**config.mk**
```make
export PLATFORM = sky130hd
export DESIGN_NAME = raw_capture
export DESIGN_NICKNAME = d
export VERILOG_FILES = /design/src/logic/bayer_pkg.sv /design/src/logic/raw_capture.sv
export SDC_FILE = /design/constraint.sdc
export NUM_CORES = 1
export LEC_CHECK = 0
export ABC_AREA = 1
export BUFFER_PORTS_ARGS = -buffer_cell sky130_fd_sc_hd__buf_2
export CAP_MARGIN = 25
export CORE_MARGIN = 10
export CORE_UTILIZATION = 28
export DETAILED_ROUTE_END_ITERATION = 10
export HOLD_SLACK_MARGIN = 0.1
export PLACE_DENSITY = 0.53
export RECOVER_POWER = 100
export SYNTH_ARGS = -nofsm -noshare
export SYNTH_HDL_FRONTEND = slang
export SYNTH_SLANG_ARGS = --single-unit
```
**constraint.sdc**
```tcl
create_clock -name w_clk_100MHz_to_25MHz -period 3.1 [get_ports w_clk_100MHz_to_25MHz]
set_clock_uncertainty 0.05 [all_clocks]
set_input_delay 0.62 -clock w_clk_100MHz_to_25MHz [delete_from_list [all_inputs] [get_ports w_clk_100MHz_to_25MHz]]
set_output_delay 0.62 -clock w_clk_100MHz_to_25MHz [all_outputs]
set_load 0.02 [all_outputs]
```
**src/logic/bayer_pkg.sv**
```systemverilog
`default_nettype none

package bayer_pkg;

    ////////////////////////////////////////////////////////////////////////////
    // frame geometry

    localparam int IMAGE_WIDTH = 640;
    localparam int IMAGE_HEIGHT = 480;

    // window edge, taps are [row][col] with row 0 on top
    localparam int KERNEL_SIZE = 3;

    ////////////////////////////////////////////////////////////////////////////
    // fixed point

    // coefficients are uq1.8
    localparam int COEFF_FRAC_BITS = 8;

    // largest 4-bit channel sample
    localparam int PIXEL_MAX = 15;

    // common uq1.8 weights of the bayer kernels
    localparam int COEFF_ONE = 1 << COEFF_FRAC_BITS;
    localparam int COEFF_HALF = COEFF_ONE >> 1;
    localparam int COEFF_QUARTER = COEFF_ONE >> 2;

    ////////////////////////////////////////////////////////////////////////////
    // vector types

    // one sensor byte
    typedef logic [7:0] raw_t;

    // one channel sample, upper nibble of the sensor byte
    typedef logic [3:0] pixel_t;

    // positions inside the frame
    typedef logic [8:0] row_t;
    typedef logic [9:0] col_t;

    // uq1.8 coefficient
    typedef logic [8:0] coeff_t;

    // sum of nine pixel by coefficient products
    typedef logic [15:0] acc_t;

    // red in the top nibble, then green, then blue
    typedef logic [11:0] rgb_t;

endpackage

`default_nettype wire

```
**src/logic/raw_capture.sv**
```systemverilog
`default_nettype none
`timescale 1ns/1ps

module raw_capture (
    input  wire                     w_clk_100MHz_to_25MHz,
    input  wire                     rst_i,
    input  wire                     vsync_i,
    input  wire                     href_i,
    input  wire bayer_pkg::raw_t    data_i,
    output logic                    pix_valid_o,
    output bayer_pkg::pixel_t       pix_o,
    output bayer_pkg::row_t         pix_row_o,
    output bayer_pkg::col_t         pix_col_o
);

    typedef enum logic {
        SEEK_FRAME,
        CAPTURE
    } state_t;

    state_t          state;
    logic            href_q;
    bayer_pkg::row_t row_cnt;
    bayer_pkg::col_t col_cnt;

    always_ff @(posedge w_clk_100MHz_to_25MHz) begin
        if (rst_i) begin
            state       <= SEEK_FRAME;
            href_q      <= 1'b0;
            row_cnt     <= '0;
            col_cnt     <= '0;
            pix_valid_o <= 1'b0;
        end else begin
            href_q      <= href_i;
            pix_valid_o <= 1'b0;
            case (state)
                // nothing is trusted before the first vsync
                SEEK_FRAME: begin
                    if (vsync_i) begin
                        state <= CAPTURE;
                    end
                end
                CAPTURE: begin
                    if (href_i && !vsync_i) begin
                        pix_valid_o <= 1'b1;
                        col_cnt     <= col_cnt + 1'b1;
                    end else if (href_q && !vsync_i) begin
                        // end of line
                        col_cnt <= '0;
                        row_cnt <= row_cnt + 1'b1;
                    end
                end
                default: state <= SEEK_FRAME;
            endcase
            if (vsync_i) begin
                row_cnt <= '0;
                col_cnt <= '0;
            end
        end
    end

    // only the upper nibble is kept
    always_ff @(posedge w_clk_100MHz_to_25MHz) begin
        if (href_i) begin
            pix_o     <= data_i[7:4];
            pix_row_o <= row_cnt;
            pix_col_o <= col_cnt;
        end
    end

    // a line never runs past the frame width
    assert property (@(posedge w_clk_100MHz_to_25MHz) disable iff (rst_i)
        (state == CAPTURE && href_i) |->
            col_cnt < bayer_pkg::col_t'(bayer_pkg::IMAGE_WIDTH));

endmodule

`default_nettype wire

```
=== Yosys cells after proc, flatten, opt, wreduce, memory -nomap -nowiden ===
Index checks and enable logic that the tools add are counted.

* Bits in registers: 45

* Multiplexer cells: 5
* Reductions and logical operators: 8
* Add/subtract/negate cells: 2
* Bitwise operators: 2

{| class="wikitable"
|+ Operators with widths
! kind !! number
|-
| two-way mux 10 bit || 2
|-
| adder 10 x 1 -> 10 bit (second input constant) || 1
|-
| adder 9 x 1 -> 9 bit (second input constant) || 1
|-
| OR reduction 2 bit || 2
|-
| two-way mux 1 bit || 3
|-
| AND reduction 3 bit || 1
|-
| logical AND 1 bit || 2
|-
| NOT 1 bit || 2
|-
| AND reduction 2 bit || 1
|-
| nonzero test 2 bit || 1
|-
| logical NOT 1 bit || 1
|}

=== Longest topological paths before layout ===
* Depth after elaboration: 4
* Depth in mapped cells: 8
* Mapped depth without buffers: 8

=== Worst setup path before layout ===
No wires, ideal clock.

* Path kind: input to register
* Start: in vsync_i
* End: reg col_cnt[8]
* Required time: 2.933 ns
* Arrival time: 1.245 ns
* Path slack: 1.688 ns
* Cell stages on the path: 7
* Cell sequence: inv_2 nand3_1 nand2_2 buf_6 nand3_4 o21ai_0 nor2_1

* Word-level cells in the longest chain between the ends: 4
* Elaborated cells on any way between the ends: 7

{| class="wikitable"
|+ RTL lines
! element !! RTL line !! text
|-
| start: declaration || raw_capture.sv:7 || <nowiki>input wire vsync_i,</nowiki>
|-
| logical NOT 1 bit || raw_capture.sv:44, raw_capture.sv:47 ||
|-
| logical AND 1 bit (on tied branches) || raw_capture.sv:44, raw_capture.sv:47 ||
|-
| nonzero test 2 bit (no source line) || - ||
|-
| AND reduction 2 bit (no source line) || - ||
|-
| end signal: assignment || raw_capture.sv:46 || <nowiki>col_cnt <= col_cnt + 1'b1;</nowiki>
|-
| end: declaration || raw_capture.sv:24 || <nowiki>bayer_pkg::col_t col_cnt;</nowiki>
|}

Several ways; a longest one is shown, not always the timed one.
A chain may end at the register's enable or synchronous reset.

=== Worst setup path in the final report ===
* Start: in href_i
* End: reg col_cnt[4]

* Word-level cells in the longest chain between the ends: 3
* Elaborated cells on any way between the ends: 4

{| class="wikitable"
|+ RTL lines
! element !! RTL line !! text
|-
| start: declaration || raw_capture.sv:8 || <nowiki>input wire href_i,</nowiki>
|-
| logical AND 1 bit (*) || raw_capture.sv:44 || <nowiki>if (href_i && !vsync_i) begin</nowiki>
|-
| nonzero test 2 bit (no source line) || - ||
|-
| AND reduction 2 bit (no source line) || - ||
|}

Mark *: on every way between the ends. The rest lies on a longest branch, timed or not.

==> results.md <==
- 0.0008887 W — cell-internal power
- 5 — number of buffers added by the clock tree synthesis step
- 0 — Overflow after GRT
- 2 — number of buffers on the longest clock path
- 99.07 um — DIE WIDTH
- 5.647% — synthesized-area fraction occupied by ao, oa, aoi and oai cells
- 36 — number of top-level pins
- 6 — cell depth of the worst flop-to-flop path
- 38.2% — share of power burned in the clock network
- 183 — number of nets produced by synthesis
- edfxtp_1 (39%), dfxtp_1 (25%), nand2_1 (7.1%), nor2_1 (5.1%), inv_1 (3.9%) — dominant cells by area after synthesis
- 0.1888 mV — IR Drop Worst-Case VDD
- 220 — Net count, final
- nand2_1 — most common cell after layout, fill and taps aside
- 20.78% — proportion of total power due to net switching
- 282 — Final Instance Count excl. Fillers
- 0 — number of failing setup endpoints in the final timing report
- 2.14 ns — Worst EP arrival
- 26 — maximum number of pins on one net before global-route repair
- 0 — remaining routing DRC violations
- 63.59% — Max-Slew Margin vs Limit
- 6.759% — GRT Util Overall
- 0 — number of gates resized after CTS
- 0.5462 ns — transition at the pin with the smallest max-transition slack
- 57.3% — Seq pwr share
- flop — critical path endpoint category
- 3135 um — Post-Route WL
- 11.12 um — per-cell routed wire length
- 5395 um — first-pass GRT wire length
- 0 — setup bufs post-CTS
- 1167 — via count of the first global-routing pass
- 0.0002331 W — NetSw
- 511.5 MHz — Max Fclk
- 0.7527 nW — cell leakage power
- input port to flop — Critical Setup Path Class
- input port — type of element launching the critical path
- 0.7198 — Routability Congestion
- simple AND/OR/NAND/NOR gates — largest family of logic cells by synthesized area
- 0 ns — setup TNS
- 45 — total number of clock tree sinks
- 4 — First-pass DRT Iterations
- 1750 um2 — Cell Area, Synth
- 9814 um2 — Total Die Area
- 16.15% — area overhead of the layout relative to synthesis
- 28 — number of placement rows
- 4.227 — detailed-route vias per instance
- 2 — htree depth
- false — unrepaired setup endpoints after global routing
- 0 — count of antenna-violating nets left after detailed routing
- 0.29 ns — clock latency on the worst-skew pair
- 0 — final-report max-slew violation count
- nand2_1 (34), clkbuf_1 (26), nor2_1 (25) — highest-count cells in the layout ignoring fill and taps
- flop to flop — Min-Delay Path Class
- 99.07 um — DIE HEIGHT
- 39.46% — area fraction of the dominant cell type after synthesis
- 57 — detailed router's first-iteration violation count
- edfxtp_1 — dominant cell type by area after synthesis
- 22.87% — basic-gate share of the synthesized area counting and, or, nand and nor cells
- 169 — Post-Synthesis Cells
- 0.08 ns — post-CTS clock slew at the launch and capture registers of the worst setup and hold paths
- 274 — total placed cells including tap cells
- 2033 um2 — Final Instance Area
- col_cnt[4] — worst r2r dst
- 10.36 um2 — Post-Syn Area per Cell
- 4.6% — logic gate share of total power
- done — TritonCTS clock tree
- 63.07% — final worst-path cycle share
- 1.955 ns — final critical path time including I/O delays and setup
- 0% — share of cell area taken by muxes after synthesis
- col_cnt[9] — Hold Crit Start
- 0 — Warnings, synthesis
- 1192 — total number of vias
- 0 — hold bufs inserted after CTS
- 31 — quantity of I/O buffers inserted on ports
- 0.5004% — XOR/XNOR share of the synthesized area
- 1.62 ns — worst-case register-to-register setup slack
- 3.29 ns — data required time of the worst path
- 551.8 nW/um2 — power density over cell area
- 1.430% — arithmetic-cell share of the synthesized area counting full adders, half adders and majority gates
- 25 — number of unique standard cell types used by synthesis
- 0 — Max Cap Viol
- state — startpoint of the lowest-slack register-to-register path
- 25 — maximum fanout count along the critical path
- 0 — final count of hold timing violations
- 29.22% — initial core utilization
- clkbuf_8 — clock root cell
- 0 — ant diodes
- 5991 um2 — core footprint
- 0 — number of antenna violations at the first check in global routing
- 1988 um2 — Post-Place Cell Area
- pix_col_o[9] — hold worst-path end
- 64.62% — post-synthesis sequential area ratio
- completed — status
- 9.179% — fraction of layout instances using a drive strength above 1
- 45 — number of flip-flops and latches in the synthesized netlist
- 0 — cell depth of the worst hold path
- 0.9703 ns — placement-stage worst setup slack
- 2292 um — HPWL reported at the end of detailed placement
- 1.145 ns — worst path setup slack after routing
worst max path at each step:
stage,startpoint,end,slack (ns),cells past startpoint
after floorplan,vsync_i,col_cnt[8],1.69,7
after global placement,href_i,col_cnt[4],0.98,6
after detailed placement,href_i,col_cnt[4],0.97,6
after CTS,href_i,col_cnt[4],1.28,7
after global routing,href_i,col_cnt[4],0.95,6
final,href_i,col_cnt[4],1.14,7
state kept, by name, indices dropped and copies added (netlist names):
| name | cells |
|---|---|
| col_cnt | 10 |
| href_q | 1 |
| pix_col_o | 10 |
| pix_o | 4 |
| pix_row_o | 9 |
| pix_valid_o | 1 |
| row_cnt | 9 |
| state | 1 |
through the flow:
stage                     power (W)  utilization, %  hold WS [ns]
after floorplan           0.0006902               -        0.3582
after global placement    0.0007154           33.19        0.3728
after detailed placement  0.0007160           33.19        0.3777
after CTS                  0.001148           34.98        0.3988
after global routing       0.001167           33.94        0.4065
final                      0.001122           33.94        0.3915
worst max-delay path, stage by stage:
cell,delay [ns]
buf_2,0.43
nand3_1,0.22
nand2_1,0.37
nand3_1,0.18
o21bai_1,0.17
inv_1,0.05
nor2_1,0.07
area by class of cell:
cell class	instances	area (um2)
fillers	622	3958
flip-flops and latches	45	1131
multi-input cells	103	501.7
repair buffers	31	123.9
well taps	75	93.84
inverters	20	75.07
clock buffers	6	72.57
clock inverters	2	35.03
power groups by stage:
stage / combinational, W / sequential [W] / clock [W]
floorplan: 0.0000154 / 0.000675 / 0
CTS: 0.0000590 / 0.000643 / 0.000446
finish: 0.0000515 / 0.000642 / 0.000428
global placement: 0.0000587 / 0.000657 / 0
global route: 0.0000576 / 0.000644 / 0.000465
detailed placement: 0.0000590 / 0.000657 / 0
kinds of logic (layout without fill, tap and decap cells):
group,after synthesis,count (layout)
flip-flops,45,45
AO/OA/AOI/OAI,19,19
buffers and inverters,21,59
adder cells (fa/ha/maj),2,2
AND/OR/NAND/NOR,81,81
XOR/XNOR,1,1
Yosys cell counts:
library cell  instances
nand2_1              33
nand3_2               2
nand3_1               7
nor3_1                1
inv_1                18
nand4_1               1
o21ai_1               1
a31oi_1               1
nand4_4               1
edfxtp_1             23
buf_6                 1
nand3_4               1
ha_1                  2
nand4_2               1
a21oi_1              10
nand2_2               1
nor2_1               24
dfxtp_1              22
o21ai_0               6
nand3b_1              3
o21bai_1              1
nor2_2                4
inv_2                 2
nor3b_1               2
xor2_1                1
metal layers:
metal | GRT usage [%] | vias up | share of wire (%)
met3 | 2.584 | 5 | 7.7
met5 | 0 | - | 0
li1 | - | 636 | -
met1 | 7.957 | 525 | 48
met2 | 9.920 | 26 | 41
met4 | 4.631 | 0 | 3.0
Note: power is estimated with default switching activity, not from simulation.
