--- src/logic/bayer_pkg.sv ---
`default_nettype none

package bayer_pkg;

    ////////////////////////////////////////////////////////////////////////////
    // frame geometry

    localparam int IMAGE_WIDTH = 640;
    localparam int IMAGE_HEIGHT = 480;

    // window edge, taps are [row][col] with row 0 on top
    localparam int KERNEL_SIZE = 3;

    ////////////////////////////////////////////////////////////////////////////
    // fixed point

    // coefficients are uq1.8
    localparam int COEFF_FRAC_BITS = 8;

    // largest 4-bit channel sample
    localparam int PIXEL_MAX = 15;

    // common uq1.8 weights of the bayer kernels
    localparam int COEFF_ONE = 1 << COEFF_FRAC_BITS;
    localparam int COEFF_HALF = COEFF_ONE >> 1;
    localparam int COEFF_QUARTER = COEFF_ONE >> 2;

    ////////////////////////////////////////////////////////////////////////////
    // vector types

    // one sensor byte
    typedef logic [7:0] raw_t;

    // one channel sample, upper nibble of the sensor byte
    typedef logic [3:0] pixel_t;

    // positions inside the frame
    typedef logic [8:0] row_t;
    typedef logic [9:0] col_t;

    // uq1.8 coefficient
    typedef logic [8:0] coeff_t;

    // sum of nine pixel by coefficient products
    typedef logic [15:0] acc_t;

    // red in the top nibble, then green, then blue
    typedef logic [11:0] rgb_t;

endpackage

`default_nettype wire

--- src/logic/bayer_kernel_table.sv ---
`default_nettype none
`timescale 1ns/1ps

module bayer_kernel_table (
    input  wire bayer_pkg::row_t    row_i,
    input  wire bayer_pkg::col_t    col_i,
    output bayer_pkg::coeff_t       red_coeffs_o  [bayer_pkg::KERNEL_SIZE][bayer_pkg::KERNEL_SIZE],
    output bayer_pkg::coeff_t       blue_coeffs_o [bayer_pkg::KERNEL_SIZE][bayer_pkg::KERNEL_SIZE]
);

    localparam bayer_pkg::coeff_t ONE = bayer_pkg::coeff_t'(bayer_pkg::COEFF_ONE);
    localparam bayer_pkg::coeff_t HALF = bayer_pkg::coeff_t'(bayer_pkg::COEFF_HALF);
    localparam bayer_pkg::coeff_t QUARTER = bayer_pkg::coeff_t'(bayer_pkg::COEFF_QUARTER);

    always_comb begin
        for (int y = 0; y < bayer_pkg::KERNEL_SIZE; y++) begin
            for (int x = 0; x < bayer_pkg::KERNEL_SIZE; x++) begin
                red_coeffs_o[y][x]  = '0;
                blue_coeffs_o[y][x] = '0;
            end
        end

        // phase is {row odd, col odd}
        case ({row_i[0], col_i[0]})
            2'b11: begin
                // red site
                red_coeffs_o[1][1]  = ONE;
                blue_coeffs_o[0][0] = QUARTER;
                blue_coeffs_o[0][2] = QUARTER;
                blue_coeffs_o[2][0] = QUARTER;
                blue_coeffs_o[2][2] = QUARTER;
            end
            2'b10: begin
                // green site, red to the sides
                red_coeffs_o[1][0]  = HALF;
                red_coeffs_o[1][2]  = HALF;
                blue_coeffs_o[0][1] = HALF;
                blue_coeffs_o[2][1] = HALF;
            end
            2'b01: begin
                // green site, red above and below
                red_coeffs_o[0][1]  = HALF;
                red_coeffs_o[2][1]  = HALF;
                blue_coeffs_o[1][0] = HALF;
                blue_coeffs_o[1][2] = HALF;
            end
            default: begin
                // blue site
                red_coeffs_o[0][0]  = QUARTER;
                red_coeffs_o[0][2]  = QUARTER;
                red_coeffs_o[2][0]  = QUARTER;
                red_coeffs_o[2][2]  = QUARTER;
                blue_coeffs_o[1][1] = ONE;
            end
        endcase
    end

endmodule

`default_nettype wire

--- src/logic/conv3x3.sv ---
`default_nettype none
`timescale 1ns/1ps

module conv3x3 (
    input  wire                       w_clk_100MHz_to_25MHz,
    input  wire                       rst_i,
    input  wire                       valid_i,
    input  wire bayer_pkg::pixel_t    taps_i   [bayer_pkg::KERNEL_SIZE][bayer_pkg::KERNEL_SIZE],
    input  wire bayer_pkg::coeff_t    coeffs_i [bayer_pkg::KERNEL_SIZE][bayer_pkg::KERNEL_SIZE],
    output logic                      valid_o,
    output bayer_pkg::pixel_t         result_o
);

    bayer_pkg::acc_t prod_q [bayer_pkg::KERNEL_SIZE][bayer_pkg::KERNEL_SIZE];
    logic            prod_valid;
    bayer_pkg::acc_t sum;
    bayer_pkg::acc_t scaled;
    logic            clamp_hit;
    bayer_pkg::acc_t coeff_sum;

    always_ff @(posedge w_clk_100MHz_to_25MHz) begin
        if (rst_i) begin
            prod_valid <= 1'b0;
            valid_o    <= 1'b0;
        end else begin
            prod_valid <= valid_i;
            valid_o    <= prod_valid;
        end
    end

    ////////////////////////////////////////////////////////////////////////////
    // stage 1, products

    always_ff @(posedge w_clk_100MHz_to_25MHz) begin
        for (int y = 0; y < bayer_pkg::KERNEL_SIZE; y++) begin
            for (int x = 0; x < bayer_pkg::KERNEL_SIZE; x++) begin
                prod_q[y][x] <= bayer_pkg::acc_t'(taps_i[y][x]) * bayer_pkg::acc_t'(coeffs_i[y][x]);
            end
        end
    end

    ////////////////////////////////////////////////////////////////////////////
    // stage 2, sum, truncate and clamp

    always_comb begin
        sum = '0;
        for (int y = 0; y < bayer_pkg::KERNEL_SIZE; y++) begin
            for (int x = 0; x < bayer_pkg::KERNEL_SIZE; x++) begin
                sum = sum + prod_q[y][x];
            end
        end
        scaled    = sum >> bayer_pkg::COEFF_FRAC_BITS;
        clamp_hit = scaled > bayer_pkg::acc_t'(bayer_pkg::PIXEL_MAX);
    end

    always_ff @(posedge w_clk_100MHz_to_25MHz) begin
        result_o <= clamp_hit ? bayer_pkg::pixel_t'(bayer_pkg::PIXEL_MAX) : scaled[3:0];
    end

    // weight of the incoming kernel
    always_comb begin
        coeff_sum = '0;
        for (int y = 0; y < bayer_pkg::KERNEL_SIZE; y++) begin
            for (int x = 0; x < bayer_pkg::KERNEL_SIZE; x++) begin
                coeff_sum = coeff_sum + bayer_pkg::acc_t'(coeffs_i[y][x]);
            end
        end
    end

    // a kernel of unit gain or less can not saturate one cycle later
    assert property (@(posedge w_clk_100MHz_to_25MHz) disable iff (rst_i)
        (valid_i && coeff_sum <= bayer_pkg::acc_t'(bayer_pkg::COEFF_ONE)) |=> !clamp_hit);

endmodule

`default_nettype wire

--- src/logic/demosaic_core.sv ---
`default_nettype none
`timescale 1ns/1ps

module demosaic_core (
    input  wire                       w_clk_100MHz_to_25MHz,
    input  wire                       rst_i,
    input  wire                       win_valid_i,
    input  wire bayer_pkg::pixel_t    win_taps_i [bayer_pkg::KERNEL_SIZE][bayer_pkg::KERNEL_SIZE],
    input  wire bayer_pkg::row_t      win_row_i,
    input  wire bayer_pkg::col_t      win_col_i,
    output logic                      valid_o,
    output bayer_pkg::rgb_t           rgb_o,
    output bayer_pkg::row_t           row_o,
    output bayer_pkg::col_t           col_o
);

    bayer_pkg::coeff_t red_coeffs  [bayer_pkg::KERNEL_SIZE][bayer_pkg::KERNEL_SIZE];
    bayer_pkg::coeff_t blue_coeffs [bayer_pkg::KERNEL_SIZE][bayer_pkg::KERNEL_SIZE];
    logic              red_valid;
    bayer_pkg::pixel_t red;
    bayer_pkg::pixel_t blue;
    bayer_pkg::pixel_t green_q [2];
    bayer_pkg::row_t   row_q   [2];
    bayer_pkg::col_t   col_q   [2];

    bayer_kernel_table i_bayer_kernel_table (
        .row_i         (win_row_i),
        .col_i         (win_col_i),
        .red_coeffs_o  (red_coeffs),
        .blue_coeffs_o (blue_coeffs)
    );

    conv3x3 i_conv_red (
        .w_clk_100MHz_to_25MHz (w_clk_100MHz_to_25MHz),
        .rst_i                 (rst_i),
        .valid_i               (win_valid_i),
        .taps_i                (win_taps_i),
        .coeffs_i              (red_coeffs),
        .valid_o               (red_valid),
        .result_o              (red)
    );

    conv3x3 i_conv_blue (
        .w_clk_100MHz_to_25MHz (w_clk_100MHz_to_25MHz),
        .rst_i                 (rst_i),
        .valid_i               (win_valid_i),
        .taps_i                (win_taps_i),
        .coeffs_i              (blue_coeffs),
        .valid_o               (),
        .result_o              (blue)
    );

    // green is the center tap, delayed like the convolvers
    always_ff @(posedge w_clk_100MHz_to_25MHz) begin
        green_q[0] <= win_taps_i[1][1];
        green_q[1] <= green_q[0];
        row_q[0]   <= win_row_i;
        row_q[1]   <= row_q[0];
        col_q[0]   <= win_col_i;
        col_q[1]   <= col_q[0];
    end

    assign valid_o = red_valid;
    assign rgb_o   = {red, green_q[1], blue};
    assign row_o   = row_q[1];
    assign col_o   = col_q[1];

endmodule

`default_nettype wire

--- config.mk ---
export PLATFORM = sky130hd
export DESIGN_NAME = demosaic_core
export DESIGN_NICKNAME = d
export VERILOG_FILES = /design/src/logic/bayer_pkg.sv /design/src/logic/bayer_kernel_table.sv /design/src/logic/conv3x3.sv /design/src/logic/demosaic_core.sv
export SDC_FILE = /design/constraint.sdc
export NUM_CORES = 1
export LEC_CHECK = 0
export BUFFER_PORTS_ARGS = -buffer_cell sky130_fd_sc_hd__buf_4
export CAP_MARGIN = 25
export CELL_PAD_IN_SITES_DETAIL_PLACEMENT = 2
export CELL_PAD_IN_SITES_GLOBAL_PLACEMENT = 2
export CORE_MARGIN = 4
export CORE_UTILIZATION = 33
export DETAILED_ROUTE_END_ITERATION = 12
export PLACE_DENSITY = 0.72
export SYNTH_ARGS = -nofsm -noshare
export SYNTH_HDL_FRONTEND = slang
export SYNTH_SLANG_ARGS = --single-unit
--- constraint.sdc ---
create_clock -name w_clk_100MHz_to_25MHz -period 3.5 [get_ports w_clk_100MHz_to_25MHz]
set_input_delay 0.35 -clock w_clk_100MHz_to_25MHz [delete_from_list [all_inputs] [get_ports w_clk_100MHz_to_25MHz]]
set_output_delay 0.35 -clock w_clk_100MHz_to_25MHz [all_outputs]
set_load 0.03 [all_outputs]
Word-level counts from Yosys, hierarchy flattened
Memory sizes are Yosys's and may differ from the RTL's.
Index checks and enable logic that the tools add are counted.
{"block": "totals", "register_bits": 10, "ramBits": 268, "in_bits": 58, "output_inout_bits": 32, "wordCells": 55, "n_memories": 5}
{"block": "classes", "addsub": 16, "mul": 18, "magnitude_cmp": 2, "n_eq_ne": 3, "n_mux": 6, "reduce_logical": 1}
{"name": "i_conv_blue.prod_q", "depth": 3, "word_bits": 37, "rd": 3, "rd_ports_with_merged_regs": 0, "write_ports": 3, "line": "conv3x3.sv:14", "text": "bayer_pkg::acc_t prod_q [bayer_pkg::KERNEL_SIZE][bayer_pkg::KERNEL_SIZE];"}
{"name": "i_conv_red.prod_q", "depth": 3, "word_bits": 37, "rd": 3, "rd_ports_with_merged_regs": 0, "write_ports": 3, "line": "conv3x3.sv:14"}
{"name": "col_q", "depth": 2, "word_bits": 10, "rd": 2, "rd_ports_with_merged_regs": 0, "write_ports": 2, "line": "demosaic_core.sv:24", "text": "bayer_pkg::col_t col_q [2];"}
{"name": "row_q", "depth": 2, "word_bits": 9, "rd": 2, "rd_ports_with_merged_regs": 0, "write_ports": 2, "line": "demosaic_core.sv:23", "text": "bayer_pkg::row_t row_q [2];"}
{"name": "green_q", "depth": 2, "word_bits": 4, "rd": 2, "rd_ports_with_merged_regs": 0, "write_ports": 2, "line": "demosaic_core.sv:22", "text": "bayer_pkg::pixel_t green_q [2];"}
{"cell": "$add 16x16->16", "n": 16}
{"cell": "$mul 4x8->12", "n": 8}
{"cell": "$mul 4x7->11", "n": 8}
{"cell": "$mul 4x9->13", "n": 2}
{"cell": "$mux 9", "n": 2}
{"cell": "$gt 8x4->1 const B", "n": 2}
{"cell": "$mux 8", "n": 2}
{"cell": "$mux 7", "n": 2}
{"cell": "$eq 2x2->1 const B", "n": 2}
{"cell": "$reduce_or 3->1", "n": 1}
{"cell": "$eq 2x1->1 const B", "n": 1}

Depth between registers and ports, before layout
An unclocked memory read counts as a cell.
{"block": "depth", "ltp_word": 10, "ltp_mapped": 14, "ltp_nobuf": 14}

Modules after synthesis
From an unflattened synthesis, not the netlist that was laid out.
{"block": "hier_totals", "hier_cells": 3326, "hier_area_um2": 31245.0}
{"module": "conv3x3 at i_conv_blue", "n_inst": 1, "cells_each": 1548, "area_per_inst_um2": 14555.2}
{"module": "conv3x3 at i_conv_red", "n_inst": 1, "cells_each": 1546, "area_per_inst_um2": 14380.0}
{"module": "bayer_kernel_table", "n_inst": 1, "cells_each": 163, "area_per_inst_um2": 1216.2}
{"module": "demosaic_core", "n_inst": 1, "cells_each": 69, "area_per_inst_um2": 1093.5}

Worst setup path before layout
OpenSTA, ideal clock, no wires.
{"block": "synth_timing", "path_kind": "reg2reg", "startpoint": "memory i_conv_blue.prod_q[2][8] (netlist bit)", "endpoint": "register i_conv_blue.result_o[2]", "arrival_ps": 3587, "t_required_ps": 3364, "path_slack_ps": -224, "path_stages_with_launch": 13, "n_path_buf": 0, "cell_sequence": "dfxtp_1 fa_1 inv_1 fa_1 fa_1 inv_1 fa_1 ha_1 inv_1 fa_1 nand4b_1 nor3_1 o221ai_1"}
{"item": "start, declared", "line": "conv3x3.sv:14"}
{"item": "end signal, assigned", "line": "conv3x3.sv:57", "text": "result_o <= clamp_hit ? bayer_pkg::pixel_t'(bayer_pkg::PIXEL_MAX) : scaled[3:0];"}
{"item": "end, declared", "line": "conv3x3.sv:11", "text": "output bayer_pkg::pixel_t result_o"}

==> impl_results.md <==
- Status: finished, violations left
- Failing checks: setup timing
- DR DRC count: 0
- Fillers: 1574
- Largest net degree at the start of global routing: 25
- Top-count cell post-synth: dfxtp_1
- Yosys cell types: 25
- Ant. Diodes: 0
- Detailed placement HPWL: just under 9000 um
- Worst-margin pin slew: 0.434 ns
- Logic gate share of total power: 18.9%
- Clock Path Buffers: 2
- Post-synth EDFFs: 0
- Critical path type: register to register
- Critical Path Source Type: register
- Fin crit share: 107%
- Die height: 133 um
- CTS Root Cell: clkbuf_16
- CP required: 3.79 ns
- Initial DRC count: 68
- Vias/cell: around 4.2
- Hold WC Path Type: input port to register
- Cell Pwr Density: 645 nW/um^2
- Busiest grt layer: met2
- Antenna Nets Post-Route: 0
- CTS clk-pin slew, worst paths: roughly 0.06 ns
- Cell area after layout: 6550 um^2
- 1st-pass router iterations: 4
- Post-synth top area cell: dfxtp_1
- Sw frac: 28.0%
- Wirelength per Cell: 16.3 um
- CTS Sinks: 128
- P_int: 0.00305 W
- Clock network power share: 43.1%
- Mapped cell area: approximately 5100 um^2
- Initial Util: 33.8%
- Number of synthesized register bits: 128
- Drt total wl: 11800 um
- Syn Nets: 569
- GRT met3 Usage: 5.67%
- Grt met1 use: 16.9%
- Yosys warns: 0
- CTS tree: done
- Net switching power: 0.00118 W
- Placement Cell Area: 5860 um^2
- Most used DFF post-synth: dfxtp_1
- GRT Total Usage: 14.8%
- Sequential fraction of the synthesis area: 49.9%
- Critical Path AT: between 4 and 5 ns
- Final GP Congestion: 0.794
- Max Slew Vio Count: 0
- Ys async rst share: 0%
- CTS Buf Count: 17
- Final Hold Fails: 0
- Critical Path Fanout Max: 3
- H-tree levels: 4
- Vias in the first global route: 3726
- TNS Setup: -1.19 ns
- Reg power frac: a little under two fifths
- Syn Area/Cell: 11.6 um^2
- Syn Inst Count: 441
- Final setup vio count: 8
- Final Skew: approximately 0.0061 ns
- Critical Path Sink Type: register
- Cell count of the worst reg-to-reg path: 14
- I/O pins: 90
- Via count: roughly 3100
- Rel. slew slack: 70.9%
- # nets final: approximately 660
- Dpl ws: -0.309 ns
- Overflow after GRT: 0
- Setup ws final: -0.229 ns
- Num rows: 45
- Syn-to-layout area delta: 27.5%
- Die ar.: 17600 um^2
- M2 GR Usage: 25.8%
- Total power: 0.00423 W
- Share of post-route cells with drive strength above 1: 28.9%
- Core box area: 15200 um^2
- Unrepaired setup endpoints after global routing: yes
- Count of input and output buffers: 89
- Max_cap viols: 0
- First-pass GRT wire length: 19600 um
- Peak supply drop: between 0.3 and 0.4 mV
- Yosys top cell area share: 49.9%
- Chip Width: 133 um
- Top cells by area, synth: dfxtp_1, fa_1, inv_1, and2_1, ha_1
- Fmax: 0.268 GHz
- Period minus WS final: about 3.7 ns
- Synth top cells by count: dfxtp_1, inv_1, and2_1, fa_1, buf_4
- Initial antenna violation count: 0
- Leakage: 3.19 nW
- Clock Latency Late Sink: 0.42 ns
- Hold Path Depth: 1
-- cells in the final DEF, fill, tap and decap left out, types with 10 or more instances in the layout --
cell       count
and2_1        52
and3_1        22
buf_4         94
clkbuf_16     17
dfxtp_1      124
fa_1          47
ha_1          17
inv_1         91
inv_2         10
-- cell families (layout without fill, tap and decap cells) --
family	after synthesis	count (layout)	share of synthesized area, %
and+or+nand+nor	97	97	12.2
DFF	128	128	49.9
AOI/OAI and AO/OA	14	14	2.00
buffers and inverters	132	231	11.6
adders and majority gates	70	70	24.4
-- worst max-delay path: stages, from the launching register on --
cell	delay (ns)
dfxtp_2	0.32
inv_2	0.03
fa_1	0.56
inv_2	0.05
fa_1	0.52
inv_1	0.05
fa_1	0.49
fa_1	0.41
inv_1	0.07
ha_2	0.18
inv_2	0.04
fa_2	0.33
nand4b_1	0.19
nor3_2	0.20
o221ai_1	0.13
-- layout make-up --
cell class	instances	area [um^2]	area share (%)
well taps	188	235	3.59
repair buffers	98	748	11.4
inverters	101	379	5.79
multi-input cells	181	2010	30.7
clock inverters	14	181	2.77
flip-flops and latches	128	2570	39.2
clock buffers	18	429	6.55
-- registers in the layout, summed over array words and instances (netlist names) --
| register | cells |
|---|---|
| green_q | 8 |
| row_q | 18 |
| i_conv_red.prod_q | 36 |
| i_conv_red.valid_o | 1 |
| i_conv_red.prod_valid | 1 |
| i_conv_blue.result_o | 4 |
| i_conv_red.result_o | 4 |
| col_q | 20 |
| i_conv_blue.prod_q | 36 |
-- power groups by stage --
stage / sequential [W] / combinational [W] / clock (W)
2_1_floorplan: 0.00173 / 0.000412 / 0
3_3_place_gp: 0.00163 / 0.000735 / 0
3_5_place_dp: 0.00164 / 0.000773 / 0
4_1_cts: 0.00161 / 0.000809 / 0.00188
5_1_grt: 0.00162 / 0.000900 / 0.00195
6_report: 0.00161 / 0.000798 / 0.00182
-- worst paths after layout --
kind                                               start                     end  slack, ns
worst max-delay path            i_conv_red.prod_q[2][33]  i_conv_red.result_o[2]      -0.23
worst min-delay path                        win_row_i[7]             row_q[0][7]       0.03
worst max register to register  i_conv_red.prod_q[2][33]  i_conv_red.result_o[2]      -0.23
worst min register to register               col_q[0][0]            col_q[0][10]       0.33
-- stage by stage --
step / instances / utilization, % / hold slack [ns]
floorplan: 441 / - / 0.310
global placement: 689 / 38.5 / 0.310
detailed placement: 690 / 38.6 / 0.314
CTS: 726 / 43.0 / 0.000459
global route: 728 / 43.1 / 0.00264
finish: 728 / 43.1 / 0.0317
-- per-layer routing --
metal	up-vias	share of wire (%)	routed length [um]
met5	-	0	0
met4	0	0.84	99
met3	12	5.3	630
met2	92	53	6280
met1	1515	41	4820
li1	1462	-	-
-- timing repair --
item                                    4_1_cts  5_1_grt
pin swaps                                    20        6
endpoints found under the setup margin        8        8
hold buffers                                  2        0
endpoints found under the hold margin         2        0
setup buffers                                 2        2
gates resized for setup                      14        6
Note: power is estimated with default switching activity, not from simulation.
